### config.mk
export PLATFORM = sky130hd
export DESIGN_NAME = bt_receiver
export DESIGN_NICKNAME = d
export VERILOG_FILES = /design/src/bt_receiver_pkg.sv /design/src/uart_rx.sv /design/src/rx_fifo.sv /design/src/command_parser.sv /design/src/bt_receiver.sv
export VERILOG_INCLUDE_DIRS = /design/src
export SDC_FILE = /design/constraint.sdc
export NUM_CORES = 1
export LEC_CHECK = 0
export BUFFER_PORTS_ARGS = -buffer_cell sky130_fd_sc_hd__buf_4
export CAP_MARGIN = 20
export CORE_MARGIN = 1
export CORE_UTILIZATION = 45
export CTS_BUF_LIST = sky130_fd_sc_hd__clkbuf_8 sky130_fd_sc_hd__clkbuf_16
export DETAILED_ROUTE_END_ITERATION = 12
export GPL_ROUTABILITY_DRIVEN = 0
export PLACE_DENSITY_LB_ADDON = 0.1
export SETUP_SLACK_MARGIN = 0.3
export SYNTH_ARGS = -nofsm -noshare
export SYNTH_HDL_FRONTEND = slang
export SYNTH_SLANG_ARGS = --single-unit
export TNS_END_PERCENT = 30
### constraint.sdc
create_clock -name clock -period 2.96 [get_ports clock]
set_clock_uncertainty 0.15 [all_clocks]
set_input_delay 0.296 -clock clock [delete_from_list [all_inputs] [get_ports clock]]
set_output_delay 0.296 -clock clock [all_outputs]
set_load 0.01 [all_outputs]
### src/bt_receiver_params.svh
// Receive path constants
// FIFO capacity, framing byte codes and the app order code

`ifndef BT_RECEIVER_PARAMS_SVH
`define BT_RECEIVER_PARAMS_SVH

// Receive FIFO capacity in bytes
// Must be even and a power of two, pointers wrap freely
`define RX_FIFO_DEPTH_BYTES 64

// Line feed closes an AT reply
`define AT_END_BYTE 8'h0A

// App command frame marker and terminator
`define CMD_START_BYTE 8'h11
`define CMD_END_BYTE 8'h00

// Order field value in bits 6 to 4
// Low three bits then carry the stream number
`define SELECT_DATASTREAM 3'b110

`endif

### src/bt_receiver_pkg.sv
// Shared types for the receive path
// Vector widths, received byte and FIFO status structs, parser states

`default_nettype none

package bt_receiver_pkg;

	// One serial byte
	typedef logic [7:0] byte_t;
	// FIFO output word, first byte in the upper half
	typedef logic [15:0] word_t;
	// Clock cycles per serial bit
	typedef logic [9:0] bit_cycles_t;
	// Bytes held, up to the full depth
	typedef logic [6:0] wr_count_t;
	// Complete words held
	typedef logic [5:0] rd_count_t;
	typedef logic [2:0] stream_sel_t;

	// Byte from the UART, valid for one cycle
	typedef struct packed {
		byte_t data;
		logic  valid;
	} rx_byte_s;

	typedef struct packed {
		logic      full;
		logic      empty;
		wr_count_t wr_count;
		rd_count_t rd_count;
	} fifo_status_s;

	// Session level
	typedef enum logic [1:0] {
		idle,
		collect_at,
		get_command,
		apply_order
	} session_e;

	// Position inside an app command frame
	typedef enum logic [1:0] {
		wait_marker,
		take_order,
		wait_end
	} frame_e;

endpackage

`default_nettype wire

### src/uart_rx.sv
// UART receiver, 8 data bits, no parity, one stop bit
// Input synchronizer, mid-bit sampling, busy level and byte strobe

`timescale 1ns/1ps
`default_nettype none

module uart_rx
	import bt_receiver_pkg::*;
(
	input  logic        clock,
	input  logic        reset,
	input  bit_cycles_t cycles_per_bit,
	input  logic        rxd,
	output rx_byte_s    rx_byte,
	output logic        busy
);

	typedef enum logic [1:0] {
		rx_idle,
		rx_start,
		rx_data,
		rx_stop
	} rx_state_e;

	rx_state_e   state;
	logic [1:0]  rxd_sync;
	logic        line;
	logic        line_prev;
	logic        line_fall;
	bit_cycles_t bit_cnt;
	bit_cycles_t bit_end;
	bit_cycles_t half_end;
	logic        bit_done;
	logic        half_done;
	logic [2:0]  bit_idx;
	byte_t       shift_q;
	logic        valid_q;

	// Two flops against metastability, idle line is high
	always_ff @(posedge clock or posedge reset)
	begin
		if (reset)
		begin
			rxd_sync  <= 2'b11;
			line_prev <= 1'b1;
		end
		else
		begin
			rxd_sync  <= {rxd_sync[0], rxd};
			line_prev <= line;
		end
	end

	assign line      = rxd_sync[1];
	assign line_fall = line_prev & ~line;

	assign bit_end   = cycles_per_bit - 10'd1;
	assign half_end  = (cycles_per_bit >> 1) - 10'd1;
	assign bit_done  = (bit_cnt == bit_end);
	assign half_done = (bit_cnt == half_end);

	always_ff @(posedge clock or posedge reset)
	begin
		if (reset)
		begin
			state   <= rx_idle;
			bit_cnt <= '0;
			bit_idx <= '0;
			valid_q <= 1'b0;
		end
		else
		begin
			valid_q <= 1'b0;
			case (state)
				rx_idle:
				begin
					bit_cnt <= '0;
					bit_idx <= '0;
					if (line_fall)
						state <= rx_start;
				end
				rx_start:
				begin
					// Start bit must still be low at mid-bit
					if (half_done)
					begin
						bit_cnt <= '0;
						state   <= line ? rx_idle : rx_data;
					end
					else
						bit_cnt <= bit_cnt + 10'd1;
				end
				rx_data:
				begin
					if (bit_done)
					begin
						bit_cnt <= '0;
						bit_idx <= bit_idx + 3'd1;
						if (bit_idx == 3'd7)
							state <= rx_stop;
					end
					else
						bit_cnt <= bit_cnt + 10'd1;
				end
				default:
				begin
					// Framing error drops the byte silently
					if (bit_done)
					begin
						valid_q <= line;
						state   <= rx_idle;
					end
					else
						bit_cnt <= bit_cnt + 10'd1;
				end
			endcase
		end
	end

	// LSB arrives first
	always_ff @(posedge clock)
	begin
		if (state == rx_data && bit_done)
			shift_q <= {line, shift_q[7:1]};
	end

	assign rx_byte.data  = shift_q;
	assign rx_byte.valid = valid_q;
	assign busy          = (state != rx_idle);

endmodule

`default_nettype wire

### src/rx_fifo.sv
// Receive FIFO, bytes in and 16-bit words out
// Oldest complete word shown ahead, byte and word counts, full and empty

`timescale 1ns/1ps
`default_nettype none

`include "bt_receiver_params.svh"

module rx_fifo
	import bt_receiver_pkg::*;
(
	input  logic         clock,
	input  logic         reset,
	input  logic         wr_en,
	input  byte_t        wr_data,
	input  logic         rd_en,
	output word_t        rd_data,
	output fifo_status_s status
);

	localparam int ADDR_W = $clog2(`RX_FIFO_DEPTH_BYTES);
	localparam wr_count_t DEPTH = wr_count_t'(`RX_FIFO_DEPTH_BYTES);

	byte_t             mem [`RX_FIFO_DEPTH_BYTES];
	logic [ADDR_W-1:0] wr_ptr;
	logic [ADDR_W-1:0] rd_ptr;
	logic [ADDR_W-1:0] rd_ptr_hi;
	wr_count_t         byte_count;
	rd_count_t         word_count;
	logic              full;
	logic              empty;
	logic              do_write;
	logic              do_read;

	// Only whole pairs can be read, an odd last byte waits
	assign word_count = rd_count_t'(byte_count >> 1);
	assign full       = (byte_count == DEPTH);
	assign empty      = (byte_count == '0);

	// Writes into a full FIFO are lost
	assign do_write = wr_en & ~full;
	assign do_read  = rd_en & (word_count != '0);

	always_ff @(posedge clock)
	begin
		if (do_write)
			mem[wr_ptr] <= wr_data;
	end

	always_ff @(posedge clock or posedge reset)
	begin
		if (reset)
		begin
			wr_ptr     <= '0;
			rd_ptr     <= '0;
			byte_count <= '0;
		end
		else
		begin
			if (do_write)
				wr_ptr <= wr_ptr + 1'b1;
			// Read pointer always stays on an even address
			if (do_read)
				rd_ptr <= rd_ptr + 2'd2;
			byte_count <= byte_count + wr_count_t'(do_write)
				- wr_count_t'({do_read, 1'b0});
		end
	end

	// Word view of the two oldest bytes
	assign rd_ptr_hi = rd_ptr + 1'b1;
	assign rd_data   = {mem[rd_ptr], mem[rd_ptr_hi]};

	assign status.full     = full;
	assign status.empty    = empty;
	assign status.wr_count = byte_count;
	assign status.rd_count = word_count;

endmodule

`default_nettype wire

### src/command_parser.sv
// Session controller for the Bluetooth receive path
// Session and frame FSMs, AT completion, order register, stream selector

`timescale 1ns/1ps
`default_nettype none

`include "bt_receiver_params.svh"

module command_parser
	import bt_receiver_pkg::*;
(
	input  logic        clock,
	input  logic        reset,
	input  rx_byte_s    rx_byte,
	input  logic        busy,
	input  logic        bt_state,
	output logic        fifo_wr_en,
	output logic        at_complete,
	output logic        set_sending,
	output stream_sel_t stream_select
);

	session_e session;
	session_e session_next;
	frame_e   frame;
	frame_e   frame_next;
	byte_t    order;
	logic     byte_valid;
	logic     is_at_end;
	logic     is_marker;
	logic     is_cmd_end;
	logic     order_load;

	assign byte_valid = rx_byte.valid;
	assign is_at_end  = (rx_byte.data == `AT_END_BYTE);
	assign is_marker  = (rx_byte.data == `CMD_START_BYTE);
	assign is_cmd_end = (rx_byte.data == `CMD_END_BYTE);

	// Session picks its path from bt_state when the first byte starts
	always_comb
	begin
		session_next = session;
		frame_next   = frame;
		case (session)
			idle:
			begin
				if (busy)
					session_next = bt_state ? get_command : collect_at;
			end
			collect_at:
			begin
				if (byte_valid && is_at_end)
					session_next = idle;
			end
			get_command:
			begin
				case (frame)
					wait_marker:
					begin
						// Anything ahead of the marker is noise
						if (byte_valid && is_marker)
							frame_next = take_order;
					end
					take_order:
					begin
						if (byte_valid)
							frame_next = wait_end;
					end
					default:
					begin
						if (byte_valid && is_cmd_end)
						begin
							frame_next   = wait_marker;
							session_next = apply_order;
						end
					end
				endcase
			end
			default:
				session_next = idle;
		endcase
	end

	always_ff @(posedge clock or posedge reset)
	begin
		if (reset)
		begin
			session     <= idle;
			frame       <= wait_marker;
			at_complete <= 1'b0;
		end
		else
		begin
			session     <= session_next;
			frame       <= frame_next;
			// One cycle after the line feed strobe
			at_complete <= (session == collect_at) & byte_valid & is_at_end;
		end
	end

	// Order byte follows the marker
	assign order_load = (session == get_command) & (frame == take_order) & byte_valid;

	always_ff @(posedge clock)
	begin
		if (order_load)
			order <= rx_byte.data;
	end

	always_ff @(posedge clock or posedge reset)
	begin
		if (reset)
			stream_select <= '0;
		else if (session == apply_order && order[6:4] == `SELECT_DATASTREAM)
			stream_select <= order[2:0];
	end

	// AT reply bytes go to the FIFO, command bytes do not
	assign fifo_wr_en = byte_valid & (session == collect_at);

	// Sending paused while a command is handled
	assign set_sending = ~((session == get_command) | (session == apply_order));

endmodule

`default_nettype wire

### src/bt_receiver.sv
// Top level of the Bluetooth receive path
// UART receiver, session controller and receive FIFO

`timescale 1ns/1ps
`default_nettype none

module bt_receiver
	import bt_receiver_pkg::*;
(
	input  logic         clock,
	input  logic         reset,
	input  bit_cycles_t  cycles_per_bit,
	input  logic         rxd,
	input  logic         bt_state,
	input  logic         fifo_rd_en,
	output word_t        fifo_data,
	output fifo_status_s fifo_status,
	output logic         at_complete,
	output logic         set_sending,
	output stream_sel_t  stream_select
);

	rx_byte_s rx_byte;
	logic     rx_busy;
	logic     fifo_wr_en;

	uart_rx uart_rx_i (
		.clock          (clock),
		.reset          (reset),
		.cycles_per_bit (cycles_per_bit),
		.rxd            (rxd),
		.rx_byte        (rx_byte),
		.busy           (rx_busy)
	);

	command_parser command_parser_i (
		.clock         (clock),
		.reset         (reset),
		.rx_byte       (rx_byte),
		.busy          (rx_busy),
		.bt_state      (bt_state),
		.fifo_wr_en    (fifo_wr_en),
		.at_complete   (at_complete),
		.set_sending   (set_sending),
		.stream_select (stream_select)
	);

	// Write strobe already qualified by the parser
	rx_fifo rx_fifo_i (
		.clock   (clock),
		.reset   (reset),
		.wr_en   (fifo_wr_en),
		.wr_data (rx_byte.data),
		.rd_en   (fifo_rd_en),
		.rd_data (fifo_data),
		.status  (fifo_status)
	);

endmodule

`default_nettype wire

======== Yosys cells after proc, flatten, opt, wreduce, memory -nomap -nowiden ========
Memories as Yosys holds them, arrays and structs flattened.
Cells that the tools add are included.
word-level totals
  flip-flop bits (word level) ............. 61
  RAM bits ................................ 512
  bits of input ports ..................... 15
  output and inout bits ................... 36
  word-level logic and storage cells ...... 108
  memories ................................ 1
memories
  memory         words  bits a word  read ports  clocked after memory_dff  write ports  line           RTL
  rx_fifo_i.mem  64     8            2           0                         1            rx_fifo.sv:24  byte_t mem [`RX_FIFO_DEPTH_BYTES];
cells by class
  $add $sub $neg .......................... 9
  equal/unequal tests ..................... 24
  mux-type cells .......................... 27
  bitwise gates (word level) .............. 11
  reduce and logical (&&, ||, !) cells .... 21
operator list
  cell                   number
  $mux 10                3
  $pmux 10 s3            1
  $mux 2                 14
  $eq 10x10->1           2
  $ne 2x1->1 const B     8
  $add 6x1->6 const B    2
  $pmux 2 s3             2
  $add 10x1->10 const B  1
  $sub 10x1->10 const B  1
  $sub 9x1->10 const B   1
  $eq 8x4->1 const B     1
  $eq 8x5->1 const B     1
  $logic_not 8->1        1
  $reduce_and 4->1       2
  $add 7x1->7            1
  $and 1x1->1            7
  $eq 7x7->1 const B     1
  $logic_not 7->1        1
  $sub 7x2->7            1
  $add 6x2->6 const B    1
  $eq 2x1->1 const B     3
  $eq 2x2->1 const B     3
  $eq 3x3->1 const B     2
  $logic_not 2->1        3
  17 further kinds       29

======== Logic depth before layout (Yosys ltp) ========
Gate-level depths: netlist of run 1.
  depth after elaboration ................. 5
  gate-level depth with buffers ........... 15
  gate-level depth less buffers ........... 15

======== Cells and area by module ========
Synthesis of run 1 repeated with hierarchy kept, for this count alone.
unflattened totals
  cell total of the unflattened synthesis .. 1286
  area total of the unflattened synthesis .. 23538.8 um2
by module, submodules not included
  module          instances  cells each  area an instance (um2)  seq. area each (um2)
  rx_fifo         1          1038        20978.9                 15825.2
  uart_rx         1          206         1961.9                  719.4
  command_parser  1          42          598.1                   380.4

======== Least setup slack after synthesis of run 1 ========
Ideal clock, no wire load.
  kind .................................... register to output
  start point ............................. reg rx_fifo_i.rd_ptr[1]
  end point ............................... out fifo_data[10]
  arrival ................................. 2.586 ns
  data required time ...................... 2.514 ns
  slack ................................... -0.072 ns
  cell stages (with the launch flop) ...... 7
  path buffers ............................ 3
  cell sequence ........................... dfrtp_1 -> clkbuf_1 -> clkbuf_1 -> buf_1 -> mux4_2 -> mux4_2 -> mux2_2
between the ends
  cells in the longest elaborated chain, start to end .. 1
ends and longest elaborated chain
  element                 line               RTL
  start, declared         rx_fifo.sv:26      logic [ADDR_W-1:0] rd_ptr;
  start signal, assigned  rx_fifo.sv:64      rd_ptr <= rd_ptr + 2'd2;
  $mem_v2 64x8            --
  end, declared           bt_receiver.sv:16  output word_t fifo_data,
Every way passes these cells.

======== Worst setup path after layout of run 1 ========
  start point ............................. reg rx_fifo_i.rd_ptr[1]
  end point ............................... out fifo_data[14]
Same word-level chain as after synthesis.

==> results.py, run 1 <==
metrics = {
    "timing": {
        "slew-limit-headroom": 0.457,
        "worst_pin_slew_ns": 0.814,
        "hold_viol": 0,
        "clock.fmax_mhz": 291,
        "layout_min_cycle_time_ns": 3.44,
        "period_share": 1.16,
        "timing.final.max_slew_violations": 0,
        "timing.final.ws_setup_ns": -0.482,
        "rsz0062_at_grt": "true",
        "hold_slack_ns": 0.148,
        "setup_viol": 16,
    },
    "global_routing": {
        "antenna_found_initial": 2,
        "grt_max_degree": 68,
        "grt_pass1_vias": 11700,
        "track_usage": 0.201,
        "grt_overflow": 0,
        "grt_first_pass_wirelength_um": 76700,
    },
    "clock_network": {
        "cts_buffer_depth": 3,
        "clock_sinks": 571,
        "cts_tree": "yes",
        "numCtsBuffers": 58,
        "clk_pin_slew_ns": 0.06,
        "clock-root-buffer": "clkbuf_16",
        "cts_max_level": 2,
        "worstSkewPairLatency_ns": 0.60,
    },
    "pwr": {
        "switching_share": 0.278,
        "power.switching_uw": 6830,
        "leakagePower_uw": 0.00944,
        "p_clk_frac": 0.293,
        "p_total_uw": 24600,
        "p_seq_frac": 0.373,
        "comb_power_share": 0.334,
        "internal-power_uw": 17800,
        "max-vdd-ir-drop_uv": 462,
        "power_density_mw_per_mm2": 888,
    },
    "floorplan": {
        "dieArea_mm2": 0.0520,
        "initial_core_util": 0.458,
        "core_area_mm2": 0.0503,
        "io-pin-count": 51,
        "die_h_um": 228,
        "row_count": 82,
        "die_width_um": 228,
    },
    "synthesis": {
        "synth.yosys.seq_area_share": 0.736,
        "syn_inst": 1145,
        "synth_edf_count": 526,
        "yosysUniqueCellTypes": 56,
        "ys_ff_latch": 571,
        "synthArstFlopShare": 0.0788,
        "yosysWarningCount": 0,
        "netlist.area_leader.share": 0.686,
        "yosysTopAreaCell": "edfxtp_1",
        "syn-num-nets": 1178,
        "synth_area_leaders": "edfxtp_1 (69%), mux4_2 (16%), dfrtp_1 (4.6%)",
        "post-synth-top-count-cell": "edfxtp_1",
        "synth_top_cells_by_count": "edfxtp_1 (526), mux4_2 (160), nor2_1 (91), dfrtp_1 (42), clkbuf_1 (36)",
        "synth_flop_cell": "edfxtp_1",
        "synth_area_mm2": 0.0230,
        "synth_area_per_cell_um2": 20.1,
    },
    "critical_path": {
        "critPathCaptureType": "output pin",
        "crit_fanout": 8,
        "startpoint_type": "flip-flop",
        "r2r_cells": 6,
        "r2r-start": "uart_rx_i.bit_cnt[2]",
        "cp.required_ns": 2.51,
        "path_class": "flip-flop to output pin",
        "worstPathArrival_ns": 3.00,
        "crit_start": "rx_fifo_i.rd_ptr[1]",
    },
    "layout": {
        "finalNetCount": 1377,
        "final_layout_size_suffix_gt1_frac": 0.364,
        "multiInputGateArea_mm2": 0.00584,
        "area_growth_pct": 20.3,
        "fillers": 3919,
        "seqCellArea_mm2": 0.0169,
        "fin_cells": 2064,
    },
    "outcome": {
        "violations": "setup timing",
        "status": "complete, but fails checks",
    },
    "placement": {
        "io_buffer_count": 50,
        "dpl.cell_count": 1919,
        "hpwl_um": 31600,
    },
    "run": {
        "drv_cap": 0,
    },
    "route": {
        "firstDrtPassIters": 5,
        "drc": 0,
        "wirelength_um": 51400,
        "avgRoutedWirePerCell_um": 24.9,
        "drt-initial-drc-count": 1031,
        "viasPerCell": 5.55,
        "postRouteAntennaNets": 0,
        "dr_total_vias": 11500,
    },
    "min_path": {
        "hold_start": "cycles_per_bit[1]",
        "hold_class": "input port to flip-flop",
        "holdPathStages": 5,
    },
}
==> state kept, by name, summed over array words and instances, names as in the netlist <==
register and cells:
command_parser_i.session 2, uart_rx_i.state 2, uart_rx_i.bit_cnt 10, command_parser_i.at_complete 1, command_parser_i.frame 2, rx_fifo_i.rd_ptr 5
uart_rx_i.shift_q 8, command_parser_i.stream_select 3, rx_fifo_i.wr_ptr 6, uart_rx_i.line_prev 1, rx_fifo_i.mem 512, uart_rx_i.bit_idx 3
uart_rx_i.rxd_sync 2, command_parser_i.order 6, uart_rx_i.valid_q 1, rx_fifo_i.byte_count 7
==> logic make-up after synthesis <==
kind of cell    synth area share
flops                      0.736
fa+ha+maj                0.00979
xor+xnor                  0.0170
mux                        0.167
compound gates            0.0163
buf+inv                   0.0162
simple gates              0.0378
==> metrics by stage <==
| step | setup TNS, ns | utilization | instance area (µm²) | worst slack [ns] |
|---|---|---|---|---|
| final | -7.09 | 0.551 | 27700 | -0.482 |
| after global routing | -8.13 | 0.551 | 27700 | -0.539 |
| after CTS | -7.88 | 0.544 | 27300 | -0.521 |
| after floorplan | 0 | - | 23100 | 0.196 |
| after global placement | 0 | 0.498 | 25000 | 0.0923 |
| after detailed placement | 0 | 0.498 | 25000 | 0.0767 |
==> final cells by class <==
type                       count  area share
clock inverter                44      0.0124
tap                          672      0.0304
antenna                        1   0.0000904
timing repair buffer         206      0.0760
multi-input combinational    484       0.211
inverter                      23     0.00312
clock buffer                  63      0.0553
sequential                   571       0.612
==> power by group through the flow <==
stage               clock network (µW)  logic [µW]  registers (µW)
CTS                               7360        7800            9190
finish                            7190        8220            9170
global route                      7670        8720            9200
global placement                     0        7060            9360
detailed placement                   0        7080            9360
floorplan                            0        4640            9150
==> per-layer routing <==
layer,global-route usage,vias up,routed length [µm]
met1,0.305,6034,24400
li1,-,5045,-
met2,0.304,312,23700
met5,0,-,0
met4,0.0457,0,850
met3,0.0346,60,2540
==> path summary, 6_finish.rpt <==
| path | end | slack, ns |
|---|---|---|
| setup / recovery | fifo_data[14] | -0.48 |
| min in group asynchronous | uart_rx_i.bit_cnt[6] | 0.27 |
| setup reg to reg | uart_rx_i.shift_q[2] | 0.38 |
| max in group asynchronous | uart_rx_i.rxd_sync[1] | 1.65 |
| hold reg to reg | uart_rx_i.rxd_sync[1] | 0.21 |
| hold / removal | uart_rx_i.state[1] | 0.15 |
==> what timing repair did <==
item	in CTS	in global routing
hold buffers	4	0
endpoints found under the hold margin	38	0
cloned	3	4
endpoints found under the setup margin	275	473
gates resized for setup	41	44
pin swaps	4	5
setup buffers	13	13
==> cells in the final DEF, fill, tap and decap left out, drive strengths merged, types with 3 or more instances in the layout <==
cell type,netlist,routed
a21oi,21,21
a31oi,4,4
and2,3,3
and3,5,5
and4,3,3
buf,31,199
bufinv,0,6
clkbuf,36,66
clkinv,0,25
dfrtp,42,42
dfstp,3,3
dlygate4sd3,0,4
edfxtp,526,526
ha,18,18
inv,23,36
mux2,21,21
mux4,160,160
nand2,26,26
nand2b,4,4
nand3,12,12
nand4,6,6
nor2,91,91
nor2b,4,4
nor3,6,6
nor4,5,5
o21ai,10,10
or3,6,6
or4,4,4
xnor2,29,29
xor2,13,13
==> worst max-delay path, cell delays in order, from the launching register on <==
cell,delay (ns)
dfrtp_4,0.50
buf_12,0.16
buf_16,0.16
buf_12,0.14
mux4_2,0.44
mux4_2,0.52
mux2_4,0.33
buf_6,0.13
Power figures use the tool's default switching activity.
==> inputs of run 2 (changes only) <==
- CORE_MARGIN: 1 -> 1.5
==> results.py, run 2 (synthesis gave the netlist of run 1 again) <==
metrics = {
    "outcome": {
        "status": "complete, but fails checks",
        "violations": "setup timing",
    },
    "clock_network": {
        "worstSkewPairLatency_ns": 0.62,
        "cts_tree": "yes",
        "clk_pin_slew_ns": 0.06,
        "cts_max_level": 2,
        "clock_sinks": 571,
        "clock-root-buffer": "clkbuf_16",
        "numCtsBuffers": 59,
        "cts_buffer_depth": 3,
    },
    "pwr": {
        "power.switching_uw": 6830,
        "switching_share": 0.280,
        "leakagePower_uw": 0.00939,
        "max-vdd-ir-drop_uv": 528,
        "power_density_mw_per_mm2": 885,
        "internal-power_uw": 17600,
        "comb_power_share": 0.329,
        "p_seq_frac": 0.377,
        "p_clk_frac": 0.294,
    },
    "global_routing": {
        "grt_pass1_vias": 11800,
        "antenna_found_initial": 1,
        "grt_max_degree": 68,
        "grt_first_pass_wirelength_um": 76900,
        "grt_overflow": 0,
        "track_usage": 0.199,
    },
    "layout": {
        "final_common_cell": "edfxtp_1",
        "registers.top_by_ff_count": "rx_fifo_i.mem",
        "largest_registers": "rx_fifo_i.mem: 512 flops, uart_rx_i.bit_cnt: 10 flops, uart_rx_i.shift_q: 8 flops",
        "stdcell_area_mm2": 0.0276,
        "area_growth_pct": 19.9,
        "final_layout_size_suffix_gt1_frac": 0.356,
        "final_cell_mix": "edfxtp_1 (526), mux4_2 (160), buf_4 (141)",
        "diodes": 0,
        "finalNetCount": 1368,
        "largest_reg_flops": 512,
    },
    "critical_path": {
        "startpoint_type": "flip-flop",
        "path_class": "flip-flop to output pin",
        "critPathCaptureType": "output pin",
        "worstPathArrival_ns": 2.99,
        "cp.required_ns": 2.51,
        "crit_fanout": 5,
    },
    "timing": {
        "hold_viol": 0,
        "rsz0062_at_grt": "true",
        "timing.final.max_slew_violations": 0,
        "setup_tns_ns": -7.05,
        "setup_viol": 16,
        "layout_min_cycle_time_ns": 3.43,
        "period_share": 1.16,
        "clock.fmax_mhz": 291,
        "slew-limit-headroom": 0.481,
        "timing.final.ws_setup_ns": -0.475,
        "worst_pin_slew_ns": 0.779,
    },
    "run": {
        "drv_cap": 0,
    },
    "floorplan": {
        "die_h_um": 229,
        "die_width_um": 229,
        "core_area_mm2": 0.0503,
        "dieArea_mm2": 0.0525,
        "initial_core_util": 0.458,
        "row_count": 82,
        "io-pin-count": 51,
    },
    "route": {
        "postRouteAntennaNets": 0,
        "viasPerCell": 5.53,
        "drc": 0,
        "avgRoutedWirePerCell_um": 24.7,
        "drt-initial-drc-count": 885,
        "firstDrtPassIters": 5,
        "dr_total_vias": 11400,
        "wirelength_um": 50700,
    },
    "placement": {
        "hpwl_um": 31200,
        "io_buffer_count": 50,
        "placed_area_mm2": 0.0251,
    },
    "min_path": {
        "hold_class": "input port to flip-flop",
    },
}
run 2: changes by cell type in the layout (fill, tap and decap cells not counted), sizes merged, moves of 2 or more:
cell and delta:
buf -7, inv +6, clkinv -5, bufinv -2
run 2: final cells by class:
class / instances / area [µm²]
multi-input cells: 484 / 5820
inverters: 23 / 86.3
well taps: 672 / 841
flip-flops and latches: 571 / 16900
fillers: 3902 / 22700
repair buffers: 196 / 2010
clock buffers: 65 / 1570
clock inverters: 44 / 313
run 2: per-layer routing:
metal  part of all wire  GRT usage  vias to the layer above
met3              0.047     0.0274                       65
li1                   -          -                     5034
met1               0.46      0.298                     6001
met5                  0          0                        -
met4              0.017     0.0526                        0
met2               0.47      0.309                      264
run 2: worst paths after layout:
| path | startpoint | slack (ns) | cells past startpoint | end |
|---|---|---|---|---|
| worst max register to register | rx_fifo_i.byte_count[4] | 0.32 | 15 | rx_fifo_i.byte_count[6] |
| max in group asynchronous | reset | 1.68 | 4 | uart_rx_i.rxd_sync[1] |
| worst max-delay path | rx_fifo_i.rd_ptr[1] | -0.47 | 7 | fifo_data[13] |
| min in group asynchronous | reset | 0.23 | 3 | uart_rx_i.bit_cnt[7] |
| worst min register to register | uart_rx_i.rxd_sync[0] | 0.21 | 0 | uart_rx_i.rxd_sync[1] |
| worst min-delay path | cycles_per_bit[1] | 0.14 | 5 | uart_rx_i.state[1] |
run 2: stage by stage:
| step | util | hold slack [ns] | power [µW] | setup WS [ns] | cells |
|---|---|---|---|---|---|
| after CTS | 0.548 | 0.107 | 24700 | -0.500 | 2055 |
| final | 0.549 | 0.144 | 24400 | -0.475 | 2055 |
| after detailed placement | 0.498 | 0.198 | 16300 | 0.0610 | 1922 |
| after global placement | 0.498 | 0.195 | 16300 | 0.0845 | 1922 |
| after global routing | 0.549 | 0.148 | 25400 | -0.538 | 2055 |
| after floorplan | - | 0.150 | 13800 | 0.196 | 1145 |
run 2: power by group through the flow:
stage	sequential (µW)	combinational [µW]	clock, µW
CTS	9200	8130	7340
global route	9230	8530	7640
floorplan	9150	4640	0
detailed placement	9370	6940	0
finish	9200	8030	7160
global placement	9370	6950	0
run 2: repair_timing:
item,CTS,global route
resized for setup,64,8
endpoints found under the setup margin,198,51
pin swaps,3,6
setup buffers,12,0
endpoints found under the hold margin,35,0
hold buffers,4,0
cloned,8,0
run 2: critical path, cell delays in order, from the launching register on:
cell and delay (ns):
dfrtp_4 0.51, buf_12 0.16, buf_6 0.12, buf_16 0.13, mux4_2 0.47, mux4_2 0.55, mux2_4 0.31, buf_6 0.12
==> inputs of run 3 (changes only) <==
- CTS_BUF_LIST: sky130_fd_sc_hd__clkbuf_8 sky130_fd_sc_hd__clkbuf_16 -> sky130_fd_sc_hd__clkbuf_4 sky130_fd_sc_hd__clkbuf_8 sky130_fd_sc_hd__clkbuf_16
- SETUP_SLACK_MARGIN: 0.3 -> 0.02
==> results.py, run 3 (synthesis gave the netlist of run 1 again) <==
metrics = {
    "route": {
        "avgRoutedWirePerCell_um": 25.7,
        "drc": 0,
        "dr_total_vias": 11300,
        "wirelength_um": 52300,
        "firstDrtPassIters": 4,
        "viasPerCell": 5.56,
        "drt-initial-drc-count": 963,
        "postRouteAntennaNets": 0,
    },
    "critical_path": {
        "crit_fanout": 9,
        "path_class": "flip-flop to output pin",
        "r2r_cells": 15,
        "r2r_end": "rx_fifo_i.byte_count[6]",
        "crit_path_cell_trace": "buf_6, clkbuf_16, mux4_2, mux4_2, mux2_4, buf_4",
        "slowest_delay_ns": 0.53,
        "worstPathArrival_ns": 3.02,
        "cp.required_ns": 2.51,
        "crit_family": "multiplexers",
        "reg2reg_setup_slack_ns": 0.22,
        "crit_slowest_cell": "dfrtp_4",
        "cpMostUsedCell": "mux4_2",
        "startpoint_type": "flip-flop",
        "critPathCaptureType": "output pin",
        "r2r-start": "rx_fifo_i.byte_count[3]",
        "crit_buf_inv": 3,
    },
    "global_routing": {
        "grt_overflow": 0,
        "grt_first_pass_wirelength_um": 76900,
        "grt_pass1_vias": 11500,
        "antenna_found_initial": 2,
        "track_usage": 0.200,
        "grt_max_degree": 68,
    },
    "layout": {
        "largest_registers": "rx_fifo_i.mem: 512 flops, uart_rx_i.bit_cnt: 10 flops, uart_rx_i.shift_q: 8 flops",
        "final_common_cell": "edfxtp_1",
        "fin_cells": 2037,
        "largest_reg_flops": 512,
        "finalNetCount": 1354,
        "diodes": 0,
        "final_layout_size_suffix_gt1_frac": 0.353,
        "registers.top_by_ff_count": "rx_fifo_i.mem",
        "final_cell_mix": "edfxtp_1 (526), mux4_2 (160), buf_4 (148)",
        "area_growth_pct": 18.6,
    },
    "clock_network": {
        "numCtsBuffers": 58,
        "clock-root-buffer": "clkbuf_16",
        "clock_sinks": 571,
        "cts_tree": "yes",
        "worstSkewPairLatency_ns": 0.61,
        "cts_max_level": 2,
        "cts_buffer_depth": 3,
        "clk_pin_slew_ns": 0.06,
    },
    "timing": {
        "period_share": 1.17,
        "worst_pin_slew_ns": 0.797,
        "rsz0062_at_grt": "true",
        "setup_tns_ns": -7.60,
        "setup_viol": 16,
        "layout_min_cycle_time_ns": 3.46,
        "clock.fmax_mhz": 289,
        "timing.final.max_slew_violations": 0,
        "slew-limit-headroom": 0.469,
        "hold_viol": 0,
        "timing.final.ws_setup_ns": -0.505,
    },
    "min_path": {
        "holdPathStages": 5,
        "hold_class": "input port to flip-flop",
        "holdPathEnd": "uart_rx_i.state[1]",
        "hold_start": "cycles_per_bit[1]",
    },
    "pwr": {
        "max-vdd-ir-drop_uv": 556,
        "leakagePower_uw": 0.00923,
        "p_total_uw": 23900,
        "power_density_mw_per_mm2": 877,
    },
    "floorplan": {
        "core_area_mm2": 0.0503,
        "die_width_um": 229,
        "dieArea_mm2": 0.0525,
        "row_count": 82,
        "die_h_um": 229,
        "initial_core_util": 0.458,
        "io-pin-count": 51,
    },
    "placement": {
        "io_buffer_count": 50,
        "dpl.cell_count": 1912,
        "hpwl_um": 31400,
    },
    "outcome": {
        "violations": "setup timing",
        "status": "complete, but fails checks",
    },
    "run": {
        "drv_cap": 0,
    },
}
run 3: cell type report:
class | count | area, µm²
multi-input combinational | 484 | 5760
sequential | 571 | 16900
tap | 672 | 841
inverter | 23 | 86.3
fill | 3944 | 23000
clock buffer | 80 | 1700
timing repair buffer | 183 | 1780
clock inverter | 24 | 193
run 3: routing by layer:
metal,global-route usage,wire length (µm),vias up
li1,-,-,4995
met1,0.300,24400,6029
met2,0.309,24900,250
met3,0.0303,2110,58
met4,0.0502,951,0
met5,0,0,-
run 3: per-stage QoR:
| stage | setup WS [ns] | hold slack [ns] | util | instance area (µm²) |
|---|---|---|---|---|
| after floorplan | 0.000561 | 0.150 | - | 23000 |
| after global placement | 0.112 | 0.196 | 0.496 | 25000 |
| after detailed placement | 0.102 | 0.200 | 0.496 | 25000 |
| after CTS | -0.552 | 0.107 | 0.537 | 27000 |
| after global routing | -0.558 | 0.158 | 0.543 | 27300 |
| final | -0.505 | 0.121 | 0.543 | 27300 |
run 3: repair_timing:
action / 4_1_cts / 5_1_grt
buffers inserted: 3 / 6
hold buffers: 4 / 0
gates cloned: 1 / 8
setup endpoints to repair: 16 / 199
hold endpoints to repair: 32 / 0
resized for setup: 10 / 19
run 3: worst max path at each step:
| stage | from | end | slack (ns) | cells past startpoint |
|---|---|---|---|---|
| after global routing | rx_fifo_i.rd_ptr[1] | fifo_data[10] | -0.56 | 6 |
| after CTS | rx_fifo_i.rd_ptr[1] | fifo_data[2] | -0.55 | 5 |
| after floorplan | rx_fifo_i.rd_ptr[1] | fifo_data[0] | 0.0006 | 6 |
| after global placement | rx_fifo_i.rd_ptr[1] | fifo_data[0] | 0.11 | 5 |
| after detailed placement | rx_fifo_i.rd_ptr[1] | fifo_data[12] | 0.10 | 6 |
| final | rx_fifo_i.rd_ptr[1] | fifo_data[10] | -0.50 | 6 |
run 3: tightest hold or removal path, stage by stage:
cell and delay (ns):
buf_4 0.10, xor2_1 0.05, nand4_1 0.09, a2111o_1 0.21
o41ai_1 0.09
run 3: report_power, final:
| part | switching (µW) | internal [µW] | leakage, µW |
|---|---|---|---|
| clock network | 3010 | 4170 | 0.000955 |
| registers | 273 | 8860 | 0.00530 |
| logic | 3490 | 4130 | 0.00298 |
| total | 6770 | 17200 | 0.00923 |
